`src/hdl/rv_pkg.sv`:
```
/*
 * Shared definitions for the RV32I pipeline core: machine widths,
 * opcodes of the supported subset, ALU and forward-select encodings.
 */
package rv_pkg;

    localparam int xlen = 32;

    typedef logic [xlen-1:0] word_t;
    typedef logic [4:0]      reg_idx_t;

    // First fetch address after reset
    localparam word_t reset_pc = 32'h0000_0000;

    // Opcodes of the supported subset
    localparam logic [6:0] op_reg    = 7'b0110011;
    localparam logic [6:0] op_imm    = 7'b0010011;
    localparam logic [6:0] op_lui    = 7'b0110111;
    localparam logic [6:0] op_load   = 7'b0000011;
    localparam logic [6:0] op_store  = 7'b0100011;
    localparam logic [6:0] op_branch = 7'b1100011;
    localparam logic [6:0] op_system = 7'b1110011;

    // pass_b serves LUI
    typedef enum logic [1:0] {
        alu_add,
        alu_sub,
        alu_pass_b
    } alu_op_t;

    // Source of a decode operand
    typedef enum logic [1:0] {
        fwd_none,
        fwd_ex,
        fwd_mem,
        fwd_wb
    } fwd_sel_t;

    // a0 carries the exit code at EBREAK
    localparam reg_idx_t exit_reg = 5'd10;

endpackage

```
`src/hdl/fetch_unit.sv`:
```
/*
 * Fetch unit: PC register and instruction port requests, one at a time.
 * Responses land in IF/ID; a response still in flight at a branch
 * flush is dropped on arrival.
 */
module fetch_unit (
    input  logic          clk,
    input  logic          rst,
    input  logic          stall_fetch,
    input  logic          flush_front,
    input  rv_pkg::word_t branch_target,
    input  logic          halt,
    input  logic          ifu_rvalid,
    input  rv_pkg::word_t ifu_rdata,
    input  logic          if_id_taken,
    output logic          ifu_req,
    output rv_pkg::word_t ifu_addr,
    output logic          if_id_valid,
    output rv_pkg::word_t if_id_pc,
    output rv_pkg::word_t if_id_inst
);

    rv_pkg::word_t pc;
    logic          waiting;
    logic          discard;
    logic          issue;
    logic          take_resp;

    assign ifu_addr  = pc;
    assign take_resp = ifu_rvalid && waiting && !discard;

    // New request only when nothing is outstanding and IF/ID has room
    assign issue = !halt && !stall_fetch && !waiting &&
                   (!if_id_valid || if_id_taken);

    always_ff @(posedge clk or posedge rst) begin
        if (rst) begin
            pc          <= rv_pkg::reset_pc;
            ifu_req     <= 1'b0;
            waiting     <= 1'b0;
            discard     <= 1'b0;
            if_id_valid <= 1'b0;
        end else if (flush_front) begin
            pc          <= branch_target;
            ifu_req     <= 1'b0;
            // Pending response is thrown away when it shows up
            waiting     <= waiting && !ifu_rvalid;
            discard     <= waiting && !ifu_rvalid;
            if_id_valid <= 1'b0;
        end else begin
            ifu_req <= issue;
            if (issue) begin
                waiting <= 1'b1;
            end else if (ifu_rvalid) begin
                waiting <= 1'b0;
                discard <= 1'b0;
            end
            if (take_resp) begin
                pc <= pc + 32'd4;
            end
            if_id_valid <= take_resp || (if_id_valid && !if_id_taken);
        end
    end

    // IF/ID is always empty or being taken when a response arrives
    always_ff @(posedge clk) begin
        if (take_resp) begin
            if_id_pc   <= pc;
            if_id_inst <= ifu_rdata;
        end
    end

    a_ifu_one_outstanding: assert property (
        @(posedge clk) disable iff (rst)
        ifu_req |=> !ifu_req until ifu_rvalid
    );

endmodule

```
`src/hdl/reg_file.sv`:
```
/*
 * Integer register file, 32 x 32 bits.
 * Two combinational read ports, one write port, x0 reads as zero.
 */
module reg_file (
    input  logic             clk,
    input  logic             rst,
    input  rv_pkg::reg_idx_t rs1_idx,
    input  rv_pkg::reg_idx_t rs2_idx,
    input  logic             wen,
    input  rv_pkg::reg_idx_t waddr,
    input  rv_pkg::word_t    wdata,
    output rv_pkg::word_t    rs1_data,
    output rv_pkg::word_t    rs2_data,
    output rv_pkg::word_t    exit_value
);

    rv_pkg::word_t regs [1:31];

    always_ff @(posedge clk or posedge rst) begin
        if (rst) begin
            for (int i = 1; i < 32; i++) begin
                regs[i] <= '0;
            end
        end else if (wen && waddr != '0) begin
            regs[waddr] <= wdata;
        end
    end

    assign rs1_data   = (rs1_idx == '0) ? '0 : regs[rs1_idx];
    assign rs2_data   = (rs2_idx == '0) ? '0 : regs[rs2_idx];
    assign exit_value = regs[rv_pkg::exit_reg];

endmodule

```
`src/hdl/hazard_unit.sv`:
```
/*
 * Hazard unit: forward selects for the decode operands (EX over MEM
 * over WB), load-use and memory-busy stalls, branch flush.
 */
module hazard_unit (
    input  logic             [4:0] id_rs1,
    input  logic             [4:0] id_rs2,
    input  logic                   id_valid,
    input  logic                   ex_valid,
    input  rv_pkg::reg_idx_t       ex_rd,
    input  logic                   ex_reg_wen,
    input  logic                   ex_is_load,
    input  logic                   mem_valid,
    input  rv_pkg::reg_idx_t       mem_rd,
    input  logic                   mem_reg_wen,
    input  logic                   mem_busy,
    input  logic                   wb_valid,
    input  rv_pkg::reg_idx_t       wb_rd,
    input  logic                   wb_reg_wen,
    input  logic                   branch_taken,
    output rv_pkg::fwd_sel_t       fwd_rs1,
    output rv_pkg::fwd_sel_t       fwd_rs2,
    output logic                   stall_fetch,
    output logic                   stall_decode,
    output logic                   stall_exec,
    output logic                   flush_front
);

    logic load_use;

    // Youngest writer wins
    function automatic rv_pkg::fwd_sel_t pick(input rv_pkg::reg_idx_t src);
        if (src == '0)
            return rv_pkg::fwd_none;
        else if (ex_valid && ex_reg_wen && ex_rd == src)
            return rv_pkg::fwd_ex;
        else if (mem_valid && mem_reg_wen && mem_rd == src)
            return rv_pkg::fwd_mem;
        else if (wb_valid && wb_reg_wen && wb_rd == src)
            return rv_pkg::fwd_wb;
        else
            return rv_pkg::fwd_none;
    endfunction

    always_comb begin
        fwd_rs1 = pick(id_rs1);
        fwd_rs2 = pick(id_rs2);
    end

    // Load data is not ready until the load leaves memory
    assign load_use = id_valid && ex_valid && ex_is_load && ex_reg_wen && ex_rd != '0 &&
                      (ex_rd == id_rs1 || ex_rd == id_rs2);

    assign stall_fetch  = load_use || mem_busy;
    assign stall_decode = load_use || mem_busy;
    assign stall_exec   = mem_busy;

    // Branch leaves execute on the same edge as the flush
    assign flush_front  = branch_taken && !mem_busy;

endmodule

```
`src/hdl/decode_stage.sv`:
```
/*
 * Decode stage: instruction decode, immediates, operand forwarding
 * and the ID/EX register. Inserts a bubble when decode alone stalls.
 */
module decode_stage (
    input  logic             clk,
    input  logic             rst,
    input  logic             if_id_valid,
    input  rv_pkg::word_t    if_id_pc,
    input  rv_pkg::word_t    if_id_inst,
    input  rv_pkg::word_t    rs1_data,
    input  rv_pkg::word_t    rs2_data,
    input  rv_pkg::fwd_sel_t fwd_rs1,
    input  rv_pkg::fwd_sel_t fwd_rs2,
    input  rv_pkg::word_t    ex_fwd,
    input  rv_pkg::word_t    mem_fwd,
    input  rv_pkg::word_t    wb_fwd,
    input  logic             stall_decode,
    input  logic             stall_exec,
    input  logic             flush_front,
    output rv_pkg::reg_idx_t id_rs1,
    output rv_pkg::reg_idx_t id_rs2,
    output logic             id_valid,
    output logic             if_id_taken,
    output logic             ex_valid,
    output rv_pkg::word_t    ex_pc,
    output rv_pkg::word_t    ex_a,
    output rv_pkg::word_t    ex_b,
    output rv_pkg::word_t    ex_imm,
    output rv_pkg::reg_idx_t ex_rd,
    output rv_pkg::alu_op_t  ex_alu_op,
    output logic             ex_use_imm,
    output logic             ex_reg_wen,
    output logic             ex_is_load,
    output logic             ex_is_store,
    output logic             ex_is_branch,
    output logic             ex_is_ebreak
);

    rv_pkg::word_t   imm_i;
    rv_pkg::word_t   imm_s;
    rv_pkg::word_t   imm_b;
    rv_pkg::word_t   imm_u;
    rv_pkg::word_t   imm;
    rv_pkg::word_t   a_val;
    rv_pkg::word_t   b_val;
    rv_pkg::alu_op_t alu_op;
    logic            uses_rs1;
    logic            uses_rs2;
    logic            use_imm;
    logic            reg_wen;
    logic            is_load;
    logic            is_store;
    logic            is_branch;
    logic            is_ebreak;

    assign imm_i = {{20{if_id_inst[31]}}, if_id_inst[31:20]};
    assign imm_s = {{20{if_id_inst[31]}}, if_id_inst[31:25], if_id_inst[11:7]};
    assign imm_b = {{19{if_id_inst[31]}}, if_id_inst[31], if_id_inst[7],
                    if_id_inst[30:25], if_id_inst[11:8], 1'b0};
    assign imm_u = {if_id_inst[31:12], 12'b0};

    // Unknown opcodes fall through as no-ops
    always_comb begin
        uses_rs1  = 1'b0;
        uses_rs2  = 1'b0;
        use_imm   = 1'b0;
        reg_wen   = 1'b0;
        is_load   = 1'b0;
        is_store  = 1'b0;
        is_branch = 1'b0;
        is_ebreak = 1'b0;
        imm       = imm_i;
        alu_op    = rv_pkg::alu_add;
        case (if_id_inst[6:0])
            rv_pkg::op_reg: begin
                uses_rs1 = 1'b1;
                uses_rs2 = 1'b1;
                reg_wen  = 1'b1;
                if (if_id_inst[30]) begin
                    alu_op = rv_pkg::alu_sub;
                end
            end
            rv_pkg::op_imm: begin
                uses_rs1 = 1'b1;
                use_imm  = 1'b1;
                reg_wen  = 1'b1;
            end
            rv_pkg::op_lui: begin
                use_imm = 1'b1;
                reg_wen = 1'b1;
                imm     = imm_u;
                alu_op  = rv_pkg::alu_pass_b;
            end
            rv_pkg::op_load: begin
                uses_rs1 = 1'b1;
                use_imm  = 1'b1;
                reg_wen  = 1'b1;
                is_load  = 1'b1;
            end
            rv_pkg::op_store: begin
                uses_rs1 = 1'b1;
                uses_rs2 = 1'b1;
                use_imm  = 1'b1;
                is_store = 1'b1;
                imm      = imm_s;
            end
            rv_pkg::op_branch: begin
                uses_rs1  = 1'b1;
                uses_rs2  = 1'b1;
                is_branch = 1'b1;
                imm       = imm_b;
            end
            rv_pkg::op_system: is_ebreak = 1'b1;
            default: ;
        endcase
    end

    // Unused source fields read as x0 so they never raise a hazard
    assign id_rs1      = uses_rs1 ? if_id_inst[19:15] : '0;
    assign id_rs2      = uses_rs2 ? if_id_inst[24:20] : '0;
    assign id_valid    = if_id_valid;
    assign if_id_taken = if_id_valid && !stall_decode && !flush_front;

    function automatic rv_pkg::word_t fwd_mux(input rv_pkg::fwd_sel_t sel,
                                              input rv_pkg::word_t rf_val);
        case (sel)
            rv_pkg::fwd_ex:  return ex_fwd;
            rv_pkg::fwd_mem: return mem_fwd;
            rv_pkg::fwd_wb:  return wb_fwd;
            default:         return rf_val;
        endcase
    endfunction

    always_comb begin
        a_val = fwd_mux(fwd_rs1, rs1_data);
        b_val = fwd_mux(fwd_rs2, rs2_data);
    end

    always_ff @(posedge clk or posedge rst) begin
        if (rst) begin
            ex_valid <= 1'b0;
        end else if (flush_front) begin
            ex_valid <= 1'b0;
        end else if (!stall_exec) begin
            ex_valid <= if_id_valid && !stall_decode;
        end
    end

    always_ff @(posedge clk) begin
        if (!stall_exec) begin
            ex_pc        <= if_id_pc;
            ex_a         <= a_val;
            ex_b         <= b_val;
            ex_imm       <= imm;
            ex_rd        <= if_id_inst[11:7];
            ex_alu_op    <= alu_op;
            ex_use_imm   <= use_imm;
            ex_reg_wen   <= reg_wen;
            ex_is_load   <= is_load;
            ex_is_store  <= is_store;
            ex_is_branch <= is_branch;
            ex_is_ebreak <= is_ebreak;
        end
    end

endmodule

```
`src/hdl/execute_stage.sv`:
```
/*
 * Execute stage: ALU, BEQ compare and branch target, EX/MEM register.
 * The ALU result doubles as the EX forward value.
 */
module execute_stage (
    input  logic             clk,
    input  logic             rst,
    input  logic             ex_valid,
    input  rv_pkg::word_t    ex_pc,
    input  rv_pkg::word_t    ex_a,
    input  rv_pkg::word_t    ex_b,
    input  rv_pkg::word_t    ex_imm,
    input  rv_pkg::reg_idx_t ex_rd,
    input  rv_pkg::alu_op_t  ex_alu_op,
    input  logic             ex_use_imm,
    input  logic             ex_reg_wen,
    input  logic             ex_is_load,
    input  logic             ex_is_store,
    input  logic             ex_is_branch,
    input  logic             ex_is_ebreak,
    input  logic             stall_exec,
    output rv_pkg::word_t    ex_result,
    output logic             branch_taken,
    output rv_pkg::word_t    branch_target,
    output logic             mem_valid,
    output rv_pkg::word_t    mem_result,
    output rv_pkg::word_t    mem_store_data,
    output rv_pkg::reg_idx_t mem_rd,
    output logic             mem_reg_wen,
    output logic             mem_is_load,
    output logic             mem_is_store,
    output logic             mem_is_ebreak
);

    rv_pkg::word_t op_b;

    assign op_b = ex_use_imm ? ex_imm : ex_b;

    always_comb begin
        case (ex_alu_op)
            rv_pkg::alu_sub:    ex_result = ex_a - op_b;
            rv_pkg::alu_pass_b: ex_result = op_b;
            default:            ex_result = ex_a + op_b;
        endcase
    end

    // BEQ only
    assign branch_taken  = ex_valid && ex_is_branch && (ex_a == ex_b);
    assign branch_target = ex_pc + ex_imm;

    always_ff @(posedge clk or posedge rst) begin
        if (rst) begin
            mem_valid <= 1'b0;
        end else if (!stall_exec) begin
            mem_valid <= ex_valid;
        end
    end

    always_ff @(posedge clk) begin
        if (!stall_exec) begin
            mem_result     <= ex_result;
            mem_store_data <= ex_b;
            mem_rd         <= ex_rd;
            mem_reg_wen    <= ex_reg_wen;
            mem_is_load    <= ex_is_load;
            mem_is_store   <= ex_is_store;
            mem_is_ebreak  <= ex_is_ebreak;
        end
    end

endmodule

```
`src/hdl/memory_stage.sv`:
```
/*
 * Memory stage: data port request and wait, MEM/WB register and
 * EBREAK handling. MEM/WB feeds the register file write port.
 */
module memory_stage (
    input  logic             clk,
    input  logic             rst,
    input  logic             mem_valid,
    input  rv_pkg::word_t    mem_result,
    input  rv_pkg::word_t    mem_store_data,
    input  rv_pkg::reg_idx_t mem_rd,
    input  logic             mem_reg_wen,
    input  logic             mem_is_load,
    input  logic             mem_is_store,
    input  logic             mem_is_ebreak,
    input  logic             lsu_rvalid,
    input  rv_pkg::word_t    lsu_rdata,
    input  rv_pkg::word_t    exit_value,
    output logic             mem_busy,
    output rv_pkg::word_t    mem_fwd,
    output logic             lsu_req,
    output logic             lsu_wen,
    output rv_pkg::word_t    lsu_addr,
    output rv_pkg::word_t    lsu_wdata,
    output logic             wb_valid,
    output rv_pkg::reg_idx_t wb_rd,
    output logic             wb_reg_wen,
    output rv_pkg::word_t    wb_data,
    output logic             halt,
    output logic             ebreak_flag,
    output rv_pkg::word_t    exit_code
);

    logic mem_access;
    logic req_sent;
    logic wb_is_ebreak;
    logic retire;
    logic advance;

    assign mem_access = mem_valid && (mem_is_load || mem_is_store);
    assign retire     = wb_valid && wb_is_ebreak;

    // Nothing younger than EBREAK may touch memory or commit
    assign halt       = retire || ebreak_flag;

    assign lsu_req    = mem_access && !req_sent && !halt;
    assign lsu_wen    = mem_is_store;
    assign lsu_addr   = mem_result;
    assign lsu_wdata  = mem_store_data;
    assign mem_busy   = mem_access && !lsu_rvalid;
    assign mem_fwd    = mem_is_load ? lsu_rdata : mem_result;
    assign advance    = mem_valid && !mem_busy && !halt;

    always_ff @(posedge clk or posedge rst) begin
        if (rst) begin
            req_sent    <= 1'b0;
            wb_valid    <= 1'b0;
            wb_reg_wen  <= 1'b0;
            ebreak_flag <= 1'b0;
            exit_code   <= '0;
        end else begin
            if (lsu_req) begin
                req_sent <= 1'b1;
            end else if (lsu_rvalid) begin
                req_sent <= 1'b0;
            end
            wb_valid   <= advance;
            wb_reg_wen <= advance && mem_reg_wen;
            // x10 already holds the last older write here
            if (retire && !ebreak_flag) begin
                ebreak_flag <= 1'b1;
                exit_code   <= exit_value;
            end
        end
    end

    always_ff @(posedge clk) begin
        if (advance) begin
            wb_rd        <= mem_rd;
            wb_data      <= mem_fwd;
            wb_is_ebreak <= mem_is_ebreak;
        end
    end

    a_lsu_one_outstanding: assert property (
        @(posedge clk) disable iff (rst)
        lsu_req |=> !lsu_req until lsu_rvalid
    );

endmodule

```
`src/hdl/rv_pipe_top.sv`:
```
/*
 * Top of the five-stage RV32I pipeline core.
 * Connects fetch, decode, execute, memory, register file and hazard unit.
 */
module rv_pipe_top (
    input  logic          clk,
    input  logic          rst,
    output logic          ifu_req,
    output rv_pkg::word_t ifu_addr,
    input  logic          ifu_rvalid,
    input  rv_pkg::word_t ifu_rdata,
    output logic          lsu_req,
    output logic          lsu_wen,
    output rv_pkg::word_t lsu_addr,
    output rv_pkg::word_t lsu_wdata,
    input  logic          lsu_rvalid,
    input  rv_pkg::word_t lsu_rdata,
    output logic          ebreak_flag,
    output rv_pkg::word_t exit_code
);

    // Hazard control
    rv_pkg::fwd_sel_t fwd_rs1;
    rv_pkg::fwd_sel_t fwd_rs2;
    logic             stall_fetch;
    logic             stall_decode;
    logic             stall_exec;
    logic             flush_front;
    logic             halt;

    // IF/ID and decode
    logic             if_id_valid;
    logic             if_id_taken;
    rv_pkg::word_t    if_id_pc;
    rv_pkg::word_t    if_id_inst;
    rv_pkg::reg_idx_t id_rs1;
    rv_pkg::reg_idx_t id_rs2;
    logic             id_valid;
    rv_pkg::word_t    rs1_data;
    rv_pkg::word_t    rs2_data;

    // ID/EX
    logic             ex_valid;
    rv_pkg::word_t    ex_pc;
    rv_pkg::word_t    ex_a;
    rv_pkg::word_t    ex_b;
    rv_pkg::word_t    ex_imm;
    rv_pkg::reg_idx_t ex_rd;
    rv_pkg::alu_op_t  ex_alu_op;
    logic             ex_use_imm;
    logic             ex_reg_wen;
    logic             ex_is_load;
    logic             ex_is_store;
    logic             ex_is_branch;
    logic             ex_is_ebreak;
    rv_pkg::word_t    ex_result;
    logic             branch_taken;
    rv_pkg::word_t    branch_target;

    // EX/MEM
    logic             mem_valid;
    rv_pkg::word_t    mem_result;
    rv_pkg::word_t    mem_store_data;
    rv_pkg::reg_idx_t mem_rd;
    logic             mem_reg_wen;
    logic             mem_is_load;
    logic             mem_is_store;
    logic             mem_is_ebreak;
    logic             mem_busy;
    rv_pkg::word_t    mem_fwd;

    // MEM/WB
    logic             wb_valid;
    rv_pkg::reg_idx_t wb_rd;
    logic             wb_reg_wen;
    rv_pkg::word_t    wb_data;
    rv_pkg::word_t    exit_value;

    fetch_unit u_fetch (.*);

    reg_file u_regs (
        .clk        (clk),
        .rst        (rst),
        .rs1_idx    (id_rs1),
        .rs2_idx    (id_rs2),
        .wen        (wb_reg_wen),
        .waddr      (wb_rd),
        .wdata      (wb_data),
        .rs1_data   (rs1_data),
        .rs2_data   (rs2_data),
        .exit_value (exit_value)
    );

    hazard_unit u_hazard (.*);

    decode_stage u_decode (
        .ex_fwd (ex_result),
        .wb_fwd (wb_data),
        .*
    );

    execute_stage u_execute (.*);

    memory_stage u_memory (.*);

endmodule

```
`config.mk`:
```
export PLATFORM = sky130hd
export DESIGN_NAME = rv_pipe_top
export DESIGN_NICKNAME = d
export VERILOG_FILES = /design/src/hdl/rv_pkg.sv /design/src/hdl/fetch_unit.sv /design/src/hdl/reg_file.sv /design/src/hdl/hazard_unit.sv /design/src/hdl/decode_stage.sv /design/src/hdl/execute_stage.sv /design/src/hdl/memory_stage.sv /design/src/hdl/rv_pipe_top.sv
export SDC_FILE = /design/constraint.sdc
export NUM_CORES = 2
export LEC_CHECK = 0
export BUFFER_PORTS_ARGS = -buffer_cell sky130_fd_sc_hd__buf_4
export CAP_MARGIN = 20
export CORE_MARGIN = 2
export CORE_UTILIZATION = 51
export CTS_CLUSTER_SIZE = 25
export DETAILED_ROUTE_END_ITERATION = 16
export PLACE_DENSITY = 0.81
export SLEW_MARGIN = 20
export SYNTH_ARGS = -nofsm -noshare
export SYNTH_HDL_FRONTEND = slang
export SYNTH_HIERARCHICAL = 1
export SYNTH_SLANG_ARGS = --single-unit
```
`constraint.sdc`:
```
create_clock -name clk -period 28.2 [get_ports clk]
set_clock_uncertainty 0.2 [all_clocks]
set_input_delay 1.41 -clock clk [delete_from_list [all_inputs] [get_ports clk]]
set_output_delay 1.41 -clock clk [all_outputs]
set_load 0.05 [all_outputs]
```
==> flow_metrics.env <==
export IMPL_clk_pin_slew_ns=0.06
export IMPL_cts_root_buf="clkbuf_16"
export IMPL_die_y_um=387
export IMPL_cp_end_kind="register"
export IMPL_power_frac_seq_pct=44.7
export IMPL_io_buffers=199
export IMPL_final_area_mm2=0.0817
export IMPL_syn_nets=5435
export IMPL_synth_seq_area_share_pct=48.4
export IMPL_yosys_top_cells_area="dfrtp_1, mux2_2, mux4_2"
export IMPL_fmax_mhz=157
export IMPL_grt_ovfl_total=0
export IMPL_routedWlPerCell_um=32.3
export IMPL_dp_slack_ns=21.96
export IMPL_synth_cell_types=100
export IMPL_grt_pass1_wl_mm=343
export IMPL_intPower_mw=3.62
export IMPL_cts_buffer_depth=3
export IMPL_finalSetupViolations=0
export IMPL_holdWs_ns=0.207
export IMPL_cts_hold_buf=0
export IMPL_final_min_period_over_clock_period_pct=22.6
export IMPL_crit_arrival_ns=6.68
export IMPL_netlist_instances=5301
export IMPL_core_area_mm2=0.146
export IMPL_crit_path_max_fanout=63
export IMPL_nFillCells=11100
export IMPL_placed_cell_area_mm2=0.0769
export IMPL_powerDensity_mw_per_mm2=63.8
export IMPL_drc=0
export IMPL_die_area_mm2=0.150
export IMPL_synthTopCellsByCount="mux2_2, dfrtp_1, mux4_2"
export IMPL_ir_drop_v=0.0000568
export IMPL_ys_ff_latch=1382
export IMPL_yosysWarnings=6
export IMPL_cts_resized=0
export IMPL_swShare_pct=30.5
export IMPL_drt_total_wl_mm=234
export IMPL_die_x_um=387
export IMPL_areaGrowthSynthToFinish_pct=9.25
export IMPL_setup_ws_ns=21.84
export IMPL_async_flop_share_pct=77.1
export IMPL_place_inst=6956
export IMPL_tritoncts="done"
export IMPL_hold_violations=0
export IMPL_relSlewSlack_pct=24.6
export IMPL_cap_viol_max_count=0
export IMPL_antenna_left=0
export IMPL_worst_slew_pin_slew_ns=1.13
export IMPL_required_ns=28.52
export IMPL_hpwl_mm=139
export IMPL_synth_area_per_cell_um2=14.1
export IMPL_crit_type="register to register"
export IMPL_final_util_pct=56.1
export IMPL_post_route_min_period_ns=6.36
export IMPL_grtUsageTotal_pct=30.8
export IMPL_worstSkewPairLatency_ns=0.80
export IMPL_synth_top_area_share_pct=35.7
export IMPL_hold_class="register to register"
export IMPL_io_pins=200
export IMPL_drtIter0Drc=7323
export IMPL_yosysTopAreaCell="dfrtp_1"
export IMPL_reg2reg_slack_ns=21.84
export IMPL_layout_cells_non_filler=7220
export IMPL_rsz0062_at_grt="false"
export IMPL_p_comb_share_pct=18.9
export IMPL_postCtsSetupBuffers=0
export IMPL_syn_area_mm2=0.0748
export IMPL_cts_made_buffers=140
export IMPL_drive_above_1_share_pct=42.0
export IMPL_dr_pass1_iters=8
export IMPL_antennaDiodeCount=0
export IMPL_antenna_found_initial=4
export IMPL_synth_edf_count=316
export IMPL_power_mw=5.21
export IMPL_setup_tns_ns=0
export IMPL_pwr_share_clk_pct=36.4
export IMPL_yosysMostFrequentCell="mux2_2"
export IMPL_gp_congestion=0.945
export IMPL_rows=140
export IMPL_initial_core_util_pct=51.4
export IMPL_final_max_slew_viol_count=0
export IMPL_largest_reg_flops=960
export IMPL_post_drt_via_cell_ratio=7.02
export IMPL_num_nets_final=5322
export IMPL_h_tree_depth=4
export IMPL_grt_max_degree=179
export IMPL_status="complete, no violations"
export IMPL_clkSinkCount=1382
export IMPL_p_switching_mw=1.59
export IMPL_synthFlopType="dfrtp_1"
export IMPL_grt_pass1_vias=50600
export IMPL_leakage_nw=35.5
export IMPL_start_kind="register"
export IMPL_top_register="u_regs/regs"
export IMPL_via_count=50700
-- worst max-delay path, cell delays in order, from the launching register on --
cell and delay [ns]:
edfxtp_1 0.34, buf_4 0.62, mux2_2 0.45, inv_1 0.06, ha_1 0.18, o211ai_1 0.21
nor4_1 0.51, and2_1 0.22, nand2_1 0.08, or2_1 0.34, o31ai_2 0.29, xnor2_1 0.10
ha_1 0.37, o21ai_0 0.11, nor2_1 0.14, nor4_1 0.07, o41ai_1 0.51, a21o_1 0.19
o21ai_0 0.10, a21o_1 0.20, and3_1 0.17, xnor2_1 0.15, mux4_2 0.46
-- path summary, 6_finish.rpt --
| kind | startpoint | end | cells past startpoint |
|---|---|---|---|
| min reg2reg | u_fetch/if_id_pc[4] | u_decode/ex_pc[4] | 0 |
| max | u_decode/ex_use_imm | u_decode/ex_a[31] | 22 |
| max reg2reg | u_decode/ex_use_imm | u_decode/ex_a[31] | 22 |
| min in group asynchronous | rst | u_decode/ex_valid | 2 |
| min | u_fetch/if_id_pc[4] | u_decode/ex_pc[4] | 0 |
| max in group asynchronous | rst | u_regs/regs[337] | 5 |
-- power groups by stage --
stage                     clock [mW]  sequential, mW  combinational [mW]
after floorplan                    0            2.32               0.674
after global placement             0            2.36               0.945
after detailed placement           0            2.36               0.953
after CTS                       1.91            2.33               0.960
after global routing            1.99            2.34                1.04
final                           1.90            2.33               0.984
-- per-layer routing --
layer | vias to the layer above | routed length, um | GRT usage (%)
met5 | - | 25 | 0
met4 | 4 | 15300 | 17.6
met3 | 848 | 29000 | 8.76
met2 | 3666 | 106000 | 46.5
met1 | 26200 | 83300 | 40.1
li1 | 20000 | - | -
-- layout make-up --
cell class / count / area [um^2] / share of cell area (%)
Clock inverter: 67 / 672 / 0.823
Clock buffer: 190 / 3970 / 4.86
Inverter: 53 / 209 / 0.256
Tap cell: 1917 / 2400 / 2.94
Multi-Input combinational cell: 3320 / 35900 / 44.0
Sequential cell: 1382 / 36200 / 44.3
Timing Repair Buffer: 291 / 2330 / 2.85
-- cells in the final DEF, fill, tap and decap left out, types with 40 or more instances in the layout --
cell,n
mux4_2,494
nand2_1,159
buf_4,276
inv_1,44
ha_1,64
edfxtp_1,316
dfrtp_1,1066
xnor2_1,87
nor2_1,117
mux2i_1,212
o21ai_0,147
a21oi_1,157
xor2_1,69
a21o_1,64
mux2_2,1132
clkbuf_16,145
a22oi_1,88
nor3_1,40
-- cells by family (layout without fill, tap and decap cells) --
kind of cell,count (synthesis),after routing,share of synthesized area (%)
adder cells (fa/ha/maj),66,66,1.12
AO/OA/AOI/OAI,655,655,5.73
flip-flops,1382,1382,48.4
buffers and inverters,599,601,4.00
multiplexers,1841,1841,34.8
XOR/XNOR,156,156,1.83
AND/OR/NAND/NOR,602,602,4.12
Power figures use the tool's default switching activity.
